## src/hdl/mmc_defs.svh

```systemverilog
/*
 * Encodings, field widths and buffer depths for the maintenance controller.
 * Only RV64 base encodings for FENCE.I and SFENCE.VMA are matched.
 * Credit counts must equal the buffer depths they guard.
 */
`ifndef MMC_DEFS_SVH
`define MMC_DEFS_SVH

// Instruction and address field widths
`define MMC_ILEN            32
`define MMC_VPN_LEN         27
`define MMC_ASID_LEN        16
`define MMC_OPCODE_LEN      7
`define MMC_FUNCT3_LEN      3
`define MMC_FUNCT7_LEN      7
`define MMC_REG_LEN         5

// Major opcodes
`define MMC_OPCODE_MISC_MEM 7'b0001111
`define MMC_OPCODE_SYSTEM   7'b1110011

// Minor encodings
`define MMC_FUNCT3_FENCE_I  3'b001
`define MMC_FUNCT3_PRIV     3'b000
`define MMC_FUNCT7_SFENCE_VMA 7'b0001001

// Event buffer depth, also the core credits after reset
`define MMC_EV_DEPTH        4
// Action buffer depth, also the decoder credits
`define MMC_ACT_DEPTH       2
// Commands the memory side can absorb
`define MMC_CMD_CREDITS     2

`endif

```

## src/hdl/mmc_pkg.sv

```systemverilog
/*
 * Types shared by the maintenance controller stages.
 * Exception causes follow the RISC-V privileged spec, 4-bit subset only.
 * Events with causes outside the enum are legal and decode to no action.
 */
`include "mmc_defs.svh"

package mmc_pkg;

	// RISC-V synchronous exception causes
	typedef enum logic [3:0] {
		exc_instr_misaligned = 4'd0,
		exc_instr_access     = 4'd1,
		exc_illegal_instr    = 4'd2,
		exc_load_misaligned  = 4'd4,
		exc_load_access      = 4'd5,
		exc_store_misaligned = 4'd6,
		exc_store_access     = 4'd7,
		exc_ecall_smode      = 4'd9,
		exc_ecall_mmode      = 4'd11,
		exc_instr_page_fault = 4'd12,
		exc_load_page_fault  = 4'd13,
		exc_store_page_fault = 4'd15
	} exc_code_e;

	// TLB flush scope
	typedef enum logic [1:0] {
		flush_none = 2'd0,
		flush_all  = 2'd1,
		flush_asid = 2'd2,
		flush_page = 2'd3
	} tlb_flush_e;

	// One retired event from the core
	typedef struct packed {
		// Set for exceptions, clear for retired instructions
		logic                       exc;
		exc_code_e                  code;
		logic [`MMC_ILEN-1:0]       instr;
		// Faulting page, or page operand of SFENCE.VMA
		logic [`MMC_VPN_LEN-1:0]    vpn;
		// ASID active when the event retired
		logic [`MMC_ASID_LEN-1:0]   asid;
	} mmc_event_t;

	// Decoded maintenance work for one event
	typedef struct packed {
		logic                       abort;
		logic                       clr_tlb_mshr;
		logic                       clr_dmshr;
		logic                       sync_l1d;
		tlb_flush_e                 flush_type;
		logic [`MMC_ASID_LEN-1:0]   asid;
		logic [`MMC_VPN_LEN-1:0]    vpn;
		// Came from an exception, drives the pipeline flush
		logic                       exc;
	} mmc_action_t;

	// Command toward TLBs, caches and L2 arbiter
	typedef struct packed {
		logic                       abort;
		logic                       clr_tlb_mshr;
		logic                       clr_dmshr;
		logic                       sync_l1d;
		tlb_flush_e                 flush_type;
		logic [`MMC_ASID_LEN-1:0]   asid;
		logic [`MMC_VPN_LEN-1:0]    vpn;
	} mmc_cmd_t;

endpackage

```

## src/hdl/mmc_credit_fifo.sv

```systemverilog
/*
 * Circular buffer whose pops return one credit pulse a cycle later.
 * Producer must hold a credit per push; a push while full is dropped.
 * Data out is the head entry, valid only while valid_o is high.
 */
module mmc_credit_fifo #(
	parameter type payload_t = logic,
	parameter int  DEPTH     = 2
) (
	input  logic     clk_i,
	input  logic     rst_n_i,
	input  logic     push_i,
	input  payload_t data_i,
	output logic     valid_o,
	output payload_t data_o,
	input  logic     pop_i,
	output logic     credit_o
);

	localparam int PTR_W = (DEPTH > 1) ? $clog2(DEPTH) : 1;
	localparam int CNT_W = $clog2(DEPTH + 1);

	payload_t           mem [DEPTH];
	logic [PTR_W-1:0]   wr_ptr;
	logic [PTR_W-1:0]   rd_ptr;
	logic [CNT_W-1:0]   count;
	logic               full;
	logic               do_push;
	logic               do_pop;

	assign full    = (count == CNT_W'(DEPTH));
	assign valid_o = (count != '0);
	assign data_o  = mem[rd_ptr];

	// Handshakes that actually move an entry
	assign do_push = push_i && !full;
	assign do_pop  = pop_i && valid_o;

	// Storage, no reset
	always_ff @(posedge clk_i) begin
		if (do_push) begin
			mem[wr_ptr] <= data_i;
		end
	end

	always_ff @(posedge clk_i or negedge rst_n_i) begin
		if (!rst_n_i) begin
			wr_ptr   <= '0;
			rd_ptr   <= '0;
			count    <= '0;
			credit_o <= 1'b0;
		end else begin
			// Explicit wrap so any depth works
			if (do_push) begin
				wr_ptr <= (wr_ptr == PTR_W'(DEPTH - 1)) ? '0 : wr_ptr + 1'b1;
			end
			if (do_pop) begin
				rd_ptr <= (rd_ptr == PTR_W'(DEPTH - 1)) ? '0 : rd_ptr + 1'b1;
			end
			count    <= count + CNT_W'(do_push) - CNT_W'(do_pop);
			// Freed slot goes back to the producer
			credit_o <= do_pop;
		end
	end

endmodule

```

## src/hdl/mmc_event_decode.sv

```systemverilog
/*
 * Classifies retired events into maintenance actions.
 * An exception flag overrides the instruction word.
 * Events with no action keep their action credit and push nothing.
 */
`include "mmc_defs.svh"

module mmc_event_decode (
	input  logic                clk_i,
	input  logic                rst_n_i,
	input  logic                ev_valid_i,
	input  mmc_pkg::mmc_event_t ev_i,
	output logic                ev_pop_o,
	input  logic                act_credit_i,
	output logic                act_push_o,
	output mmc_pkg::mmc_action_t act_o
);

	localparam int CRD_W = $clog2(`MMC_ACT_DEPTH + 1);

	logic [CRD_W-1:0]             act_credits;
	logic [`MMC_OPCODE_LEN-1:0]   opcode;
	logic [`MMC_FUNCT3_LEN-1:0]   funct3;
	logic [`MMC_FUNCT7_LEN-1:0]   funct7;
	logic [`MMC_REG_LEN-1:0]      rs1;
	logic [`MMC_REG_LEN-1:0]      rs2;
	logic                         is_fence_i;
	logic                         is_sfence;
	logic                         dec_hit;
	logic                         take;
	mmc_pkg::mmc_action_t         dec_act;

	// Standard R-type field positions
	assign opcode = ev_i.instr[`MMC_OPCODE_LEN-1:0];
	assign funct3 = ev_i.instr[14:12];
	assign rs1    = ev_i.instr[19:15];
	assign rs2    = ev_i.instr[24:20];
	assign funct7 = ev_i.instr[31:25];

	assign is_fence_i = (opcode == `MMC_OPCODE_MISC_MEM) && (funct3 == `MMC_FUNCT3_FENCE_I);
	assign is_sfence  = (opcode == `MMC_OPCODE_SYSTEM) && (funct3 == `MMC_FUNCT3_PRIV)
		&& (funct7 == `MMC_FUNCT7_SFENCE_VMA);

	always_comb begin
		dec_act            = '0;
		dec_act.flush_type = mmc_pkg::flush_none;
		dec_act.exc        = ev_i.exc;
		dec_hit            = 1'b1;
		if (ev_i.exc) begin
			case (ev_i.code)
				mmc_pkg::exc_instr_misaligned, mmc_pkg::exc_instr_access: begin
					dec_act.clr_tlb_mshr = 1'b1;
					dec_act.flush_type   = mmc_pkg::flush_all;
				end
				mmc_pkg::exc_instr_page_fault: begin
					dec_act.clr_tlb_mshr = 1'b1;
					dec_act.flush_type   = mmc_pkg::flush_page;
					dec_act.vpn          = ev_i.vpn;
				end
				mmc_pkg::exc_load_page_fault, mmc_pkg::exc_store_page_fault: begin
					dec_act.clr_dmshr  = 1'b1;
					dec_act.flush_type = mmc_pkg::flush_page;
					dec_act.vpn        = ev_i.vpn;
				end
				mmc_pkg::exc_load_misaligned, mmc_pkg::exc_load_access,
				mmc_pkg::exc_store_misaligned, mmc_pkg::exc_store_access: begin
					dec_act.clr_dmshr  = 1'b1;
					dec_act.flush_type = mmc_pkg::flush_all;
				end
				mmc_pkg::exc_illegal_instr: begin
					dec_act.abort      = 1'b1;
					dec_act.flush_type = mmc_pkg::flush_all;
				end
				mmc_pkg::exc_ecall_smode, mmc_pkg::exc_ecall_mmode: begin
					dec_act.sync_l1d   = 1'b1;
					dec_act.flush_type = mmc_pkg::flush_all;
				end
				// Breakpoint, U-mode ecall, reserved
				default: dec_hit = 1'b0;
			endcase
		end else if (is_sfence) begin
			dec_act.clr_tlb_mshr = 1'b1;
			dec_act.clr_dmshr    = 1'b1;
			dec_act.sync_l1d     = 1'b1;
			// rs1 names a page, rs2 names an address space
			if (rs1 != '0) begin
				dec_act.flush_type = mmc_pkg::flush_page;
				dec_act.vpn        = ev_i.vpn;
			end else if (rs2 != '0) begin
				dec_act.flush_type = mmc_pkg::flush_asid;
				dec_act.asid       = ev_i.asid;
			end else begin
				dec_act.flush_type = mmc_pkg::flush_all;
			end
		end else if (is_fence_i) begin
			dec_act.clr_tlb_mshr = 1'b1;
		end else begin
			dec_hit = 1'b0;
		end
	end

	// Pop only with a slot reserved downstream
	assign ev_pop_o = ev_valid_i && (act_credits != '0);
	assign take     = ev_pop_o && dec_hit;

	always_ff @(posedge clk_i or negedge rst_n_i) begin
		if (!rst_n_i) begin
			act_credits <= CRD_W'(`MMC_ACT_DEPTH);
			act_push_o  <= 1'b0;
		end else begin
			act_credits <= act_credits - CRD_W'(take) + CRD_W'(act_credit_i);
			act_push_o  <= take;
		end
	end

	// Action payload, no reset
	always_ff @(posedge clk_i) begin
		if (take) begin
			act_o <= dec_act;
		end
	end

endmodule

```

## src/hdl/mmc_sync_sequencer.sv

```systemverilog
/*
 * Issues one command per action, in order, against memory-side credits.
 * Sync actions hold in a wait state until L2 reports done.
 * One action in flight at a time, so at most one command every two cycles.
 */
`include "mmc_defs.svh"

module mmc_sync_sequencer (
	input  logic                 clk_i,
	input  logic                 rst_n_i,
	input  logic                 act_valid_i,
	input  mmc_pkg::mmc_action_t act_i,
	output logic                 act_pop_o,
	output logic                 sync_req_o,
	input  logic                 sync_done_i,
	input  logic                 cmd_credit_i,
	output logic                 cmd_valid_o,
	output mmc_pkg::mmc_cmd_t    cmd_o,
	output logic                 flush_o
);

	localparam int CRD_W = $clog2(`MMC_CMD_CREDITS + 1);

	typedef enum logic [1:0] {
		st_idle,
		st_sync_wait,
		st_issue
	} seq_state_e;

	seq_state_e            state_q;
	seq_state_e            state_d;
	logic [CRD_W-1:0]      cmd_credits;
	logic                  issue;
	mmc_pkg::mmc_action_t  act_q;

	// Take a new action only when nothing is pending
	assign act_pop_o = (state_q == st_idle) && act_valid_i;

	// Level request for the whole wait
	assign sync_req_o = (state_q == st_sync_wait);

	// Issue needs a free slot on the memory side
	assign issue       = (state_q == st_issue) && (cmd_credits != '0);
	assign cmd_valid_o = issue;
	assign flush_o     = issue && act_q.exc;

	// Command carries everything but the exception flag
	assign cmd_o.abort        = act_q.abort;
	assign cmd_o.clr_tlb_mshr = act_q.clr_tlb_mshr;
	assign cmd_o.clr_dmshr    = act_q.clr_dmshr;
	assign cmd_o.sync_l1d     = act_q.sync_l1d;
	assign cmd_o.flush_type   = act_q.flush_type;
	assign cmd_o.asid         = act_q.asid;
	assign cmd_o.vpn          = act_q.vpn;

	always_comb begin
		state_d = state_q;
		case (state_q)
			st_idle: begin
				if (act_pop_o) begin
					state_d = act_i.sync_l1d ? st_sync_wait : st_issue;
				end
			end
			st_sync_wait: begin
				// Done pulse arrives while the request is up
				if (sync_done_i) begin
					state_d = st_issue;
				end
			end
			st_issue: begin
				if (issue) begin
					state_d = st_idle;
				end
			end
			default: state_d = st_idle;
		endcase
	end

	always_ff @(posedge clk_i or negedge rst_n_i) begin
		if (!rst_n_i) begin
			state_q     <= st_idle;
			cmd_credits <= CRD_W'(`MMC_CMD_CREDITS);
		end else begin
			state_q     <= state_d;
			// Spend on issue, regain on each returned pulse
			cmd_credits <= cmd_credits - CRD_W'(issue) + CRD_W'(cmd_credit_i);
		end
	end

	// Pending action, held through sync and credit stalls
	always_ff @(posedge clk_i) begin
		if (act_pop_o) begin
			act_q <= act_i;
		end
	end

endmodule

```

## src/hdl/mmc_top.sv

```systemverilog
/*
 * Event buffer, decoder, action buffer and sequencer in a chain.
 * Core starts with MMC_EV_DEPTH credits, one pulse on ev_credit_o per freed slot.
 * Memory side returns one cmd_credit_i pulse per consumed command.
 */
`include "mmc_defs.svh"

module mmc_top (
	input  logic                clk_i,
	input  logic                rst_n_i,
	input  logic                ev_valid_i,
	input  mmc_pkg::mmc_event_t ev_i,
	output logic                ev_credit_o,
	output logic                cmd_valid_o,
	output mmc_pkg::mmc_cmd_t   cmd_o,
	input  logic                cmd_credit_i,
	output logic                sync_req_o,
	input  logic                sync_done_i,
	output logic                flush_o
);

	// Event buffer to decoder
	logic                  ev_buf_valid;
	mmc_pkg::mmc_event_t   ev_buf_data;
	logic                  ev_pop;

	// Decoder to action buffer
	logic                  act_push;
	mmc_pkg::mmc_action_t  act_data;
	logic                  act_credit;

	// Action buffer to sequencer
	logic                  act_buf_valid;
	mmc_pkg::mmc_action_t  act_buf_data;
	logic                  act_pop;

	mmc_credit_fifo #(
		.payload_t (mmc_pkg::mmc_event_t),
		.DEPTH     (`MMC_EV_DEPTH)
	) u_ev_fifo (
		.clk_i    (clk_i),
		.rst_n_i  (rst_n_i),
		.push_i   (ev_valid_i),
		.data_i   (ev_i),
		.valid_o  (ev_buf_valid),
		.data_o   (ev_buf_data),
		.pop_i    (ev_pop),
		.credit_o (ev_credit_o)
	);

	mmc_event_decode u_decode (
		.clk_i        (clk_i),
		.rst_n_i      (rst_n_i),
		.ev_valid_i   (ev_buf_valid),
		.ev_i         (ev_buf_data),
		.ev_pop_o     (ev_pop),
		.act_credit_i (act_credit),
		.act_push_o   (act_push),
		.act_o        (act_data)
	);

	mmc_credit_fifo #(
		.payload_t (mmc_pkg::mmc_action_t),
		.DEPTH     (`MMC_ACT_DEPTH)
	) u_act_fifo (
		.clk_i    (clk_i),
		.rst_n_i  (rst_n_i),
		.push_i   (act_push),
		.data_i   (act_data),
		.valid_o  (act_buf_valid),
		.data_o   (act_buf_data),
		.pop_i    (act_pop),
		.credit_o (act_credit)
	);

	mmc_sync_sequencer u_seq (
		.clk_i        (clk_i),
		.rst_n_i      (rst_n_i),
		.act_valid_i  (act_buf_valid),
		.act_i        (act_buf_data),
		.act_pop_o    (act_pop),
		.sync_req_o   (sync_req_o),
		.sync_done_i  (sync_done_i),
		.cmd_credit_i (cmd_credit_i),
		.cmd_valid_o  (cmd_valid_o),
		.cmd_o        (cmd_o),
		.flush_o      (flush_o)
	);

endmodule

```

## config.mk

```make
export PLATFORM = sky130hd
export DESIGN_NAME = mmc_top
export DESIGN_NICKNAME = d
export VERILOG_FILES = /design/src/hdl/mmc_pkg.sv /design/src/hdl/mmc_credit_fifo.sv /design/src/hdl/mmc_event_decode.sv /design/src/hdl/mmc_sync_sequencer.sv /design/src/hdl/mmc_top.sv
export VERILOG_INCLUDE_DIRS = /design/src /design/src/hdl
export SDC_FILE = /design/constraint.sdc
export NUM_CORES = 1
export LEC_CHECK = 0
export BUFFER_PORTS_ARGS = -buffer_cell sky130_fd_sc_hd__buf_2
export CORE_UTILIZATION = 35
export CTS_CLUSTER_DIAMETER = 120
export DETAILED_ROUTE_END_ITERATION = 10
export RECOVER_POWER = 100
export SKIP_LAST_GASP = 1
export SLEW_MARGIN = 20
export SYNTH_ARGS = -nofsm -noshare
export SYNTH_HDL_FRONTEND = slang
export SYNTH_SLANG_ARGS = --single-unit
```

## constraint.sdc

```tcl
create_clock -name clk_i -period 7.4 [get_ports clk_i]
set_input_delay 1.11 -clock clk_i [delete_from_list [all_inputs] [get_ports clk_i]]
set_output_delay 1.11 -clock clk_i [all_outputs]
set_load 0.005 [all_outputs]
```

Word level (Yosys, flattened, before mapping)
Memories as Yosys holds them, arrays and structs flattened.
Cells that the tools add are included.
{ "op_classes": {"addsub": 12, "n_shift": 0, "reduce_logical": 31, "eq_ne": 24, "magnitude_cmp": 0, "mul": 0, "mux": 31, "div": 0, "bitwise": 2} }
{ "op_table": {"columns": ["operator", "n"], "rows": [
  ["$mux W27", 3],
  ["$mux W47", 1],
  ["$mux W16", 2],
  ["$eq A4 B4 Y1 const B", 5],
  ["$eq A4 B3 Y1 const B", 4],
  ["$mux W2", 8],
  ["$eq A7 B4 Y1 const B", 2],
  ["$mux W1", 14],
  ["$logic_and A1 B1 Y1", 12],
  ["$reduce_or A12 Y1", 1],
  ["$reduce_bool A5 Y1", 2],
  ["$reduce_or A9 Y1", 1],
  ["$eq A2 B2 Y1 const B", 4],
  ["$eq A7 B7 Y1 const B", 1],
  ["$add A2 B1 Y2", 3],
  ["$pmux W2 S3", 1],
  ["$reduce_bool A2 Y1", 3],
  ["$reduce_or A3 Y1", 2],
  ["$reduce_or A6 Y1", 1],
  ["$sub A2 B1 Y2", 3],
  ["$mux W5", 1],
  ["$add A2 B1 Y2 const B", 2],
  ["$eq A4 B1 Y1 const B", 1],
  ["$eq A4 B2 Y1 const B", 1],
  ["other kinds (18)", 22]
]} }
{ "totals": {"ram_bits": 420, "in_bits": 85, "romBits": 0, "wordCells": 130, "mem_count": 2, "latch_bits": 0, "register_bits": 120, "out_inout_bits": 53} }
{ "memory_table": {"columns": ["name", "words", "word_bits", "rd", "rd_ports_with_merged_regs", "write_ports", "line_no", "rtl"], "rows": [
  ["u_ev_fifo.mem", 4, 80, 1, 0, 1, "mmc_credit_fifo.sv:23", "payload_t mem [DEPTH];"],
  ["u_act_fifo.mem", 2, 50, 1, 0, 1, "mmc_credit_fifo.sv:23", null]
]} }

Logic depth before layout (Yosys ltp)
Gate-level depths: netlist of the first run.
An unclocked memory read counts as a cell.
{ "logic_depth": {"word_depth": 9, "ltp_mapped": 14, "mapped_depth_nobuf": 10} }

Cells and area by module
A second synthesis of the first run with hierarchy kept.
{ "hier_totals": {"cells_unflattened": 910, "hier_area_um2": 20324.5} }
{ "modules_own_cells": {"columns": ["mod", "area_per_inst_um2", "instances", "seq_area_each_um2", "cells_per_inst"], "rows": [
  ["mmc_credit_fifo (u_ev_fifo)", 12087.8, 1, 9809.4, 462],
  ["mmc_credit_fifo (u_act_fifo)", 3873.7, 1, 3128.0, 180],
  ["mmc_event_decode", 2229.6, 1, 1577.8, 144],
  ["mmc_sync_sequencer", 2133.3, 1, 1602.8, 124]
]} }

Worst setup path before layout of the first run
Ideal clock, no wire load.
{ "synth_timing": {"path_kind": "reg-to-reg", "startpoint": "reg u_ev_fifo.rd_ptr[1]", "endpoint": "reg u_decode.act_credits[1]", "t_required_ns": 7.325, "stages_incl_launch_ff": 14, "period_less_slack_ns": 5.678, "setup_ns": 0.075, "n_path_buf": 4, "path_slack_ns": 1.722, "arrival_time_ns": 5.602, "cell_sequence": "dfrtp_1 buf_2 buf_2 buf_1 mux4_2 nor3b_4 o211ai_2 buf_6 a31oi_1 ha_1 inv_1 ha_1 xnor2_1 xnor2_1"} }
{ "synth_between": {"elab_chain_cells": 9, "elab_cells_between_ends": 29, "classes_between": "2 x add/sub; 15 x eq/ne; 4 x mux; 7 x reduce/logical; 1 x memory"} }
{ "synth_lines": {"columns": ["element", "line_no", "rtl"], "rows": [
  ["start: declaration", "mmc_credit_fifo.sv:25", "logic [PTR_W-1:0] rd_ptr;"],
  ["start signal: assignment", "mmc_credit_fifo.sv:58", "rd_ptr <= (rd_ptr == PTR_W'(DEPTH - 1)) ? '0 : rd_ptr + 1'b1;"],
  ["$mem_v2 Z4 W80 *", null, null],
  ["$eq A7 B4 Y1 (no line) (tied with other cells)", null, null],
  ["$logic_and A1 B1 Y1, on equally long branches", "mmc_event_decode.sv:40, mmc_event_decode.sv:41", null],
  ["$mux W1 or $logic_and A1 B1 Y1 (tied branches)", "mmc_event_decode.sv:95, mmc_event_decode.sv:41", null],
  ["$mux W1", "mmc_event_decode.sv:81", "end else if (is_sfence) begin"],
  ["$mux W1 *", "mmc_event_decode.sv:49", "if (ev_i.exc) begin"],
  ["$logic_and A1 B1 Y1 *", "mmc_event_decode.sv:104", "assign take = ev_pop_o && dec_hit;"],
  ["net u_decode.take", "mmc_event_decode.sv:30", "logic take;"],
  ["$sub A2 B1 Y2 *", "mmc_event_decode.sv:111", "act_credits <= act_credits - CRD_W'(take) + CRD_W'(act_credit_i);"],
  ["$add A2 B1 Y2 *", "mmc_event_decode.sv:111", null],
  ["end signal: assignment", "mmc_event_decode.sv:108", "act_credits <= CRD_W'(`MMC_ACT_DEPTH);"],
  ["end signal: assignment", "mmc_event_decode.sv:111", null],
  ["end: declaration", "mmc_event_decode.sv:21", "logic [CRD_W-1:0] act_credits;"]
]} }
Mark *: on every way through the listed nets, which the timed path passes. The rest lies on a longest branch.
A chain may end at the register's enable or synchronous reset.

Final worst setup path of the first run
{ "layout_timing": {"startpoint": "in ev_valid_i", "endpoint": "mem u_ev_fifo.mem[0][24] in the netlist's numbering, enable pin"} }
{ "layout_between": {"elab_chain_cells": 3} }
{ "layout_lines": {"columns": ["element", "line_no", "rtl"], "rows": [
  ["start: declaration", "mmc_top.sv:11", "input logic ev_valid_i,"],
  ["$logic_and A1 B1 Y1", "mmc_credit_fifo.sv:36", "assign do_push = push_i && !full;"],
  ["net u_ev_fifo.do_push", "mmc_credit_fifo.sv:28", "logic do_push;"],
  ["$mux W1", "mmc_credit_fifo.sv:41", "if (do_push) begin"],
  ["$mux W1 (implied by the code)", "mmc_credit_fifo.sv:42", "mem[wr_ptr] <= data_i;"],
  ["end: declaration", "mmc_credit_fifo.sv:23", null]
]} }
The timed path passes the listed nets, and every way through them passes these cells.

==> results.md, run 1 <==
Status:
- The flow ran to the end, but the final reports show violations.
- The final reports fail on capacitance limit, slew limit.

GRT:
- The overflow left after global routing is 0.
- The number of antenna violations at the first check in global routing is 8.
- The number of global-route vias before repair is 8,552.
- Across every metal layer, demand over resource in global routing totals 12.5%.
- The wire length of the first global-routing pass is 52,700 µm.
- Entering global routing, the biggest net connects 59 pins.

Yosys:
- In the post-synthesis netlist, the biggest area contributors are edfxtp_1, mux4_2, mux2_2, dfrtp_1, buf_4.
- By count the netlist is led by edfxtp_1, buf_4, mux2_2, mux4_2.
- The synthesized netlist devotes 0.453% of its cell area to XOR and XNOR gates.
- The fraction of the yosys area taken by sequential cells is 80.2%.
- Synthesis produced a netlist whose cell count is 893.
- Counting flops with a built-in enable in the synthesized netlist gives 500.
- The area fraction of the dominant cell type after synthesis is between 70% and 80%.
- Summing every instance area after synthesis gives 0.0194 mm².
- Among all flip-flop cells after synthesis, the most frequent one is edfxtp_1.
- The flip-flop and latch count after synthesis is 520.
- The adder-cell area share of the yosys netlist is 0.944%.
- The top cell type by total area after synthesis is edfxtp_1.
- The dominant cell by count in the synthesized netlist is edfxtp_1.
- The netlist uses 55 different library cells.
- The multiplexer share of the synthesized area is 9.36%.
- After Yosys synthesis, and, or, nand and nor cells account for 3.56% of the synthesized area.
- After synthesis, the mean cell area works out to 21.7 µm².
- The compound-cell area share of the yosys netlist is 2.31%.
- After synthesis, the share of flip-flops with an asynchronous set or reset is 3.85%.
- When the netlist entered floorplanning its net count stood at 992.
- After synthesis, the largest family of logic cells by area is multiplexers.
- Yosys printed 0 warnings.

Clocking:
- The cell at the root of the clock tree is clkbuf_16.
- The CTS tree is done.
- The clock drives 520 sinks.
- The number of gates resized after cts is 0.
- Once the clock tree was built, the setup fixing pass inserted 0 buffers.
- The H-tree was split into 2 levels.
- The post-cts hold buffer count is 0.
- The maximum clock path buffer count is 3.
- Clock tree synthesis inserted a total of 54 buffers.
- Clock-pin slew was measured on the worst setup and hold paths at 0.06 ns.
- For the worst-skew pair, the clock arrives at the later sink with an insertion delay of 0.60 ns.

Power:
- The worst supply voltage drop on vdd is 0.164 mV.
- The analysis attributes to cell leakage a power of 6.89 nW.
- Dividing total power by cell area gives a power density of 315 mW/mm².

Drt:
- The via-per-instance ratio is 4.64.
- In the final routed layout, each cell accounts on average for 19.6 µm.
- The total wire length is 34,600 µm.
- For this run, design rule violations remaining after detail routing come to 0.
- The first-pass iteration count of the detailed router is 4.
- The final antenna-violating net count is 0.
- The overall via count from detail_route is roughly 8,200.
- In this run, the number of DRC markers left after iteration 0 of detailed routing was 428.

Die:
- The height of the chip is 237 µm.
- During I/O placement, the number of pins put on the boundary was 138.
- The floorplan step set the die width to 237 µm.
- The initial core utilization is between 30% and 40%.
- After floorplanning, the core was divided into 85 placement rows.
- The floorplan step defined a die boundary enclosing roughly 0.056 mm².
- The core outline area is 0.0542 mm².

STA:
- Summed over all failing endpoints, the final setup total negative slack is 0 ns.
- Setup repair after global routing left no endpoint under its margin.
- The routed design could run at a clock period as short as about 5.8 ns.
- The slew at the pin closest to its max-slew limit is between 3 and 4 ns.
- For this run, the top clock speed supported by timing is 174 MHz.
- The worst clock skew is 0.0265 ns.
- The total count of hold-check failures in the final report is 0.
- Setup violations remaining at the end of the flow were counted as 0.
- Measured against its own limit, the worst slew margin works out to -160%.
- The number of max-slew violations in the final report is 415.
- The final clock period utilization by the worst path is 77.7%.
- The worst path meets setup with 1.65 ns of slack.

Worst setup path:
- STA classifies the critical path startpoint as an input pin.
- The critical path class is input pin to register.
- The critical path required time is about 7.5 ns.
- The data arrival at the endpoint of the critical path is between 5 and 6 ns.
- The maximum fanout encountered on the critical timing path is 58.
- STA classifies the critical path endpoint as a register.

Placed design:
- The post-detailed-placement half-perimeter wirelength is 20,100 µm.
- The routability congestion estimate is 0.703.
- The number of buffers added on ports is 132.
- At the placement stage, the worst setup path has a slack of 2.35 ns.

Cells and area:
- The layout overhead on the synthesized area is 14.1%.
- The post-layout net count is approximately 1,100.
- The fraction of layout instances using a drive strength above 1 is 21.3%.

Hold path:
- The min-delay analysis places its worst path in the category register to register.

Flow run:
- The tool flagged a number of max-cap violations equal to 8.
## layout by cell type, fill, tap and decap left out, types with 6 or more instances in the layout
master / Yosys / final
nand2_1: 9 / 9
nor4_1: 6 / 6
dfrtp_1: 18 / 17
mux2_2: 50 / 43
a21boi_0: 8 / 27
mux2_1: 0 / 7
nor3b_2: 16 / 7
mux4_1: 6 / 6
clkinv_2: 0 / 9
buf_4: 50 / 6
clkbuf_16: 0 / 55
edfxtp_1: 500 / 500
mux4_2: 48 / 48
o21ai_0: 8 / 8
xnor2_1: 9 / 9
inv_1: 18 / 18
clkinv_1: 0 / 9
nor4b_1: 8 / 8
buf_2: 9 / 31
nor3b_1: 2 / 11
ha_1: 13 / 13
nor2_1: 16 / 15
clkbuf_1: 8 / 121
bufinv_16: 0 / 9
## metal layers
layer / vias up / share of wire, % / global-route usage, %
li1: 3790 / - / -
met1: 4127 / 44 / 16.7
met2: 156 / 47 / 19.6
met3: 71 / 5.8 / 3.54
met4: 12 / 2.3 / 4.11
met5: - / 0.22 / 0
## cell type report
type | count | area, µm²
inverters | 18 | 67.6
flip-flops and latches | 520 | 15500
fillers | 4814 | 32200
well taps | 696 | 871
clock buffers | 69 | 1450
clock inverters | 31 | 393
diodes | 2 | 5.00
repair buffers | 146 | 609
multi-input cells | 277 | 3160
## cell families after synthesis
family | after synthesis
flops | 520
mux | 105
buf+inv | 96
simple gates | 94
compound gates | 54
fa+ha+maj | 14
xor+xnor | 10
## per-stage QoR
step                power, mW  utilization [%]  instances  cell area (µm²)  hold slack [ns]
floorplan                4.03                -        893            19400            0.421
global placement         4.20             37.8       1657            20500            0.425
detailed placement       4.23             37.8       1657            20500            0.429
CTS                      7.05             41.2       1757            22300            0.437
global route             7.23             40.7       1757            22100            0.445
finish                   6.95             40.7       1759            22100            0.434
## where the power goes
group / leakage (nW) / switching [mW] / internal, mW / total [mW]
clock: 0.897 / 1.10 / 1.70 / 2.79
combinational: 1.23 / 0.317 / 0.142 / 0.460
sequential: 4.77 / 0.0740 / 3.62 / 3.70
total: 6.89 / 1.49 / 5.46 / 6.95
## state kept, by name, indices dropped and copies added (netlist names), 2 cells and up
register	cells
u_ev_fifo.mem	300
u_act_fifo.mem	100
u_decode.act_o	50
u_seq.cmd_o	49
u_ev_fifo.count	3
u_act_fifo.count	2
u_decode.act_credits	2
u_ev_fifo.rd_ptr	2
u_ev_fifo.wr_ptr	2
u_seq.cmd_credits	2
u_seq.state_q	2
## critical path, cell delays in order
cell and delay [ns]:
buf_2 0.07, a21boi_0 0.64, and2_0 1.18, clkbuf_1 2.81
## worst paths after layout
check	slack [ns]	endpoint	cells past startpoint	from
max	1.65	u_ev_fifo.mem[0][24]$_DFFE_PP_	4	ev_valid_i
min	0.43	u_act_fifo.mem[1][4]$_DFFE_PP_	0	u_decode.act_o[4]$_DFFE_PP_
max reg2reg	1.74	u_ev_fifo.mem[0][24]$_DFFE_PP_	4	u_ev_fifo.count[1]$_DFF_PN0_
min reg2reg	0.43	u_act_fifo.mem[1][4]$_DFFE_PP_	0	u_decode.act_o[4]$_DFFE_PP_
max in group asynchronous	5.74	u_ev_fifo.rd_ptr[0]$_DFFE_PN0P_	1	rst_n_i
min in group asynchronous	0.75	u_ev_fifo.wr_ptr[0]$_DFFE_PN0P_	1	rst_n_i
No activity file was read; power rests on OpenSTA's default activity.
==> inputs of run 2 (changes only) <==
--- a/config.mk
+++ b/config.mk
@@ -6,6 +6,7 @@
 export SDC_FILE = /design/constraint.sdc
 export NUM_CORES = 1
 export LEC_CHECK = 0
+export ABC_AREA = 1
 export BUFFER_PORTS_ARGS = -buffer_cell sky130_fd_sc_hd__buf_2
 export CORE_UTILIZATION = 35
 export CTS_CLUSTER_DIAMETER = 120
==> constraint.sdc (replaced) <==
create_clock -name clk_i -period 5.7 [get_ports clk_i]
set_input_delay 0.855 -clock clk_i [delete_from_list [all_inputs] [get_ports clk_i]]
set_output_delay 0.855 -clock clk_i [all_outputs]
set_load 0.005 [all_outputs]
==> results.md, run 2 <==
Worst setup path:
- The maximum fanout encountered on the critical timing path is 44 (was 58).
- The critical path required time came to 5.91 ns (was 7.50 ns).
- The delay contributed by the slowest stage of the critical path is 1.56 ns (was 2.81 ns).
- Chain of cells forming the critical path: nor2_1, a21boi_0, inv_1, nor2_4, clkbuf_1, buf_4 (was buf_2, a21boi_0, and2_0, clkbuf_1).
- The element type at the critical path end was a register (unchanged).
- The critical path class is register to register (was input pin to register).
- The nature of the critical path startpoint is a register (was input pin).
- The data arrival at the endpoint of the critical path is 4.39 ns (was 5.85 ns).
- The critical path's slowest cell was clkbuf_1 (unchanged).

STA:
- The minimum hold slack is 0.440 ns (was 0.434 ns).
- The number of max-slew violations in the final report is 448 (was 415).
- The number of endpoints failing setup at the final stage is 0 (unchanged).
- The total count of hold-check failures in the final report came to 0 (unchanged).
- The headroom to the max-slew limit is -107% (was -160%).
- The final worst setup slack is 1.52 ns (was 1.65 ns).
- Of the available clock period, the critical path in the final layout requires 73.3%.
- The slew at the pin closest to its max-slew limit is 3.10 ns (was 3.89 ns).
- Setup repair after global routing missed its margin: false (unchanged).
- Derived from the worst setup path, the maximum achievable clock frequency is 239 MHz.
- The aggregate negative setup slack is 0 ns (unchanged).
- The minimum clock period is 4.18 ns.
- The worst clock skew is 0.0125 ns (was 0.0265 ns).

Power:
- The total design power is 8.72 mW (was 6.95 mW).
- The worst supply voltage drop on vdd is 0.198 mV (was 0.164 mV).
- The power per standard cell area is 391 mW/mm² (was 315 mW/mm²).
- The static leakage power came to 7.91 nW (was 6.89 nW).

Cells and area:
- The fill cell instance count of the final layout came to 5,139 (was 4,814).
- The flip-flop count of the largest register, all copies and words added is 300 (unchanged).
- The area of all placed cells without fillers came to 0.0223 mm² (was 0.0221 mm²).
- The filler-free cell count of the finished design is 2,278 (was 1,759).
- Most frequent cells in the layout: edfxtp_1, nand2_1, clkbuf_1 (was edfxtp_1, clkbuf_1, clkbuf_16).
- The area taken by flip-flops and latches came to 0.0155 mm² (unchanged).
- The most common cell after layout, fill and taps aside is edfxtp_1 (unchanged).
- The post-layout net count came to 1,587 (was 1,116).
- The layout overhead on the synthesized area was 12.9% (was 14.1%).
- The multi-input combinational cell area is 0.00324 mm² (was 0.00316 mm²).
- The top register by number of flip-flops is u_ev_fifo.mem (unchanged).
- The fraction of layout instances using a drive strength above 1 is 7.61% (was 21.3%).
- Largest regs: u_ev_fifo.mem x300, u_act_fifo.mem x100, u_decode.act_o x50 (unchanged).
- The share of the core filled with cells is 40.2% (was 40.7%).

GRT:
- The wire length of the first global-routing pass came to 58,500 µm (was 52,700 µm).
- The global routing usage summed across all routing layers is 13.3% (was 12.5%).
- The overflow left after global routing is 0 (unchanged).
- The number of antenna violations at the first check in global routing is 12 (was 8).
- The largest net degree at the start of global routing is 81 (was 59).
- The number of global-route vias before repair was 10,495 (was 8,552).

Drt:
- The wire length per cell after detailed routing is 16.5 µm (was 19.6 µm).
- The total wire length is 37,600 µm (was 34,600 µm).
- The final antenna-violating net count was 0 (unchanged).
- The violation count after the first detailed-route iteration is 616 (was 428).
- The number of remaining DRC errors is 0 (unchanged).
- The first-pass iteration count of the detailed router was 4 (unchanged).
- The overall via count from detail_route is 10,387 (was 8,156).
- The via-per-instance ratio is 4.56 (was 4.64).

Yosys:
- The area fraction of the dominant cell type after synthesis is 76.0% (was 77.6%).
- The number of nets in the synthesized netlist came to 1,488 (was 992).
- The mean cell area of the mapped netlist is 14.2 µm² (was 21.7 µm²).
- The top cell type by total area after synthesis was edfxtp_1 (unchanged).
- The dominant cell by count in the synthesized netlist is edfxtp_1 (unchanged).
- Top cells by area in the synthesized netlist: edfxtp_1, nand2_1, dfrtp_1, buf_4, nor2_1 (was edfxtp_1, mux4_2, mux2_2, dfrtp_1, buf_4).
- The fraction of the yosys area taken by sequential cells is 78.6% (was 80.2%).
- The flip-flop and latch count after synthesis came to 520 (unchanged).
- The dominant register cell in the synthesized netlist is edfxtp_1 (unchanged).
- The combined area of all synthesized cells is 0.0197 mm² (was 0.0194 mm²).
- The number of enable flip-flop cells after synthesis is 500 (unchanged).
- Post-synth top cells: edfxtp_1, nand2_1, nor2_1, inv_1, buf_4 (was edfxtp_1, buf_4, mux2_2, mux4_2).
- The synthesized instance count is 1,389 (was 893).
- The proportion of register bits with asynchronous set or reset after synthesis was 3.85% (unchanged).
- The number of warning messages in the yosys log is 0 (unchanged).
- The count of distinct cell types in the synthesized netlist came to 38 (was 55).

Placed design:
- The post-detailed-placement half-perimeter wirelength was 22,600 µm (was 20,100 µm).
- The number of buffers added on ports was 132 (unchanged).
- The number of cells after detailed placement was 2,180 (was 1,657).
- The post-placement setup slack was 2.00 ns (was 2.35 ns).
- The routability congestion estimate was 0.707 (was 0.703).
- The total placed instance area came to 0.0209 mm² (was 0.0205 mm²).

Clocking:
- The CTS tree is done (unchanged).
- The source-to-sink clock delay at the later pin of the worst-skew pair is 0.58 ns (was 0.60 ns).
- The number of sinks driven by the clock tree was 520 (unchanged).
- The cell at the root of the clock tree is clkbuf_16 (unchanged).
- The number of CTS-inserted buffers was 53 (was 54).
- The maximum clock path buffer count was 3 (unchanged).
- The clock slew at the register clock pins of the worst setup and hold paths is 0.06 ns (about the same).
- The number of gates resized after cts is 0 (unchanged).
- The depth of the CTS H-tree is 2 (unchanged).
- The number of setup buffers added after CTS was 0 (unchanged).
- The post-cts hold buffer count is 0 (unchanged).

Die:
- The initial core utilization is 35.6% (was 35.7%).
- The height of the chip is 240 µm (was 237 µm).
- The site row count is 86 (was 85).
- The core outline area is 0.0554 mm² (was 0.0542 mm²).
- The number of top-level pins is 138 (unchanged).
- The die area came to 0.0574 mm² (was 0.0562 mm²).
- The die span in x is 240 µm (was 237 µm).

Status:
- Failing checks: capacitance limit, slew limit (unchanged).
- Outcome: finished, violations left (unchanged).

Hold path:
- The type of the worst min-delay path is register to register (unchanged).

Flow run:
- The count of max-cap constraint violations came to 10 (was 8).
run 2: cell count changes in the layout (fill, tap and decap cells not counted), sizes merged, moves of 37 or more:
cell,previous run,this run
nand2,9,365
nor2,16,95
inv,20,83
mux4,54,0
a21oi,4,57
mux2,50,0
nand3,3,40
run 2: final timing paths:
check                                            startpoint                               to  slack, ns  cells after the start
setup / recovery               u_ev_fifo.count[1]$_DFF_PN0_   u_ev_fifo.mem[2][64]$_DFFE_PP_       1.52                      6
hold / removal             u_decode.act_o[43]$_SDFFCE_PP0P_  u_act_fifo.mem[1][43]$_DFFE_PP_       0.44                      0
setup reg to reg               u_ev_fifo.count[1]$_DFF_PN0_   u_ev_fifo.mem[2][64]$_DFFE_PP_       1.52                      6
hold reg to reg            u_decode.act_o[43]$_SDFFCE_PP0P_  u_act_fifo.mem[1][43]$_DFFE_PP_       0.44                      0
max in group asynchronous                           rst_n_i  u_ev_fifo.rd_ptr[0]$_DFFE_PN0P_       4.23                      1
min in group asynchronous                           rst_n_i     u_ev_fifo.credit_o$_DFF_PN0_       0.54                      1
run 2: report_power, final:
group	switching (mW)	total (mW)	internal, mW	leakage (nW)
logic	0.493	0.666	0.173	2.34
registers	0.100	4.78	4.68	4.77
clock network	1.36	3.27	1.91	0.811
total	1.95	8.72	6.77	7.91
run 2: cell type report:
class	instances	area share, %
Antenna cell	5	0.0561
Clock buffer	69	6.49
Clock inverter	23	0.926
Inverter	83	1.41
Multi-Input combinational cell	682	14.5
Sequential cell	520	69.6
Tap cell	748	4.20
Timing Repair Buffer	148	2.78
run 2: layer usage:
| layer | wire length (µm) | track usage (%) | up-vias |
|---|---|---|---|
| met3 | 2170 | 3.69 | 69 |
| met2 | 17800 | 21.7 | 213 |
| met4 | 910 | 5.07 | 14 |
| li1 | - | - | 5051 |
| met1 | 16700 | 16.7 | 5040 |
| met5 | 76 | 0 | - |
run 2: logic make-up (layout without fill, tap and decap cells):
logic type,after synthesis,in the layout,share of synthesized area (%)
DFF,520,520,78.6
and+or+nand+nor,513,513,10.3
buffers and inverters,187,323,4.85
AOI/OAI and AO/OA,146,146,4.92
adders and majority gates,14,14,0.925
xor gates and xnor gates,9,9,0.399
other,0,5,0
run 2: worst max-delay path, delay by kind of cell, from the launching register on:
family | cells | cell delay [ns]
AND/OR/NAND/NOR | 2 | 0.18
flip-flops | 1 | 0.42
AO/OA/AOI/OAI | 1 | 0.53
buffers and inverters | 3 | 2.64
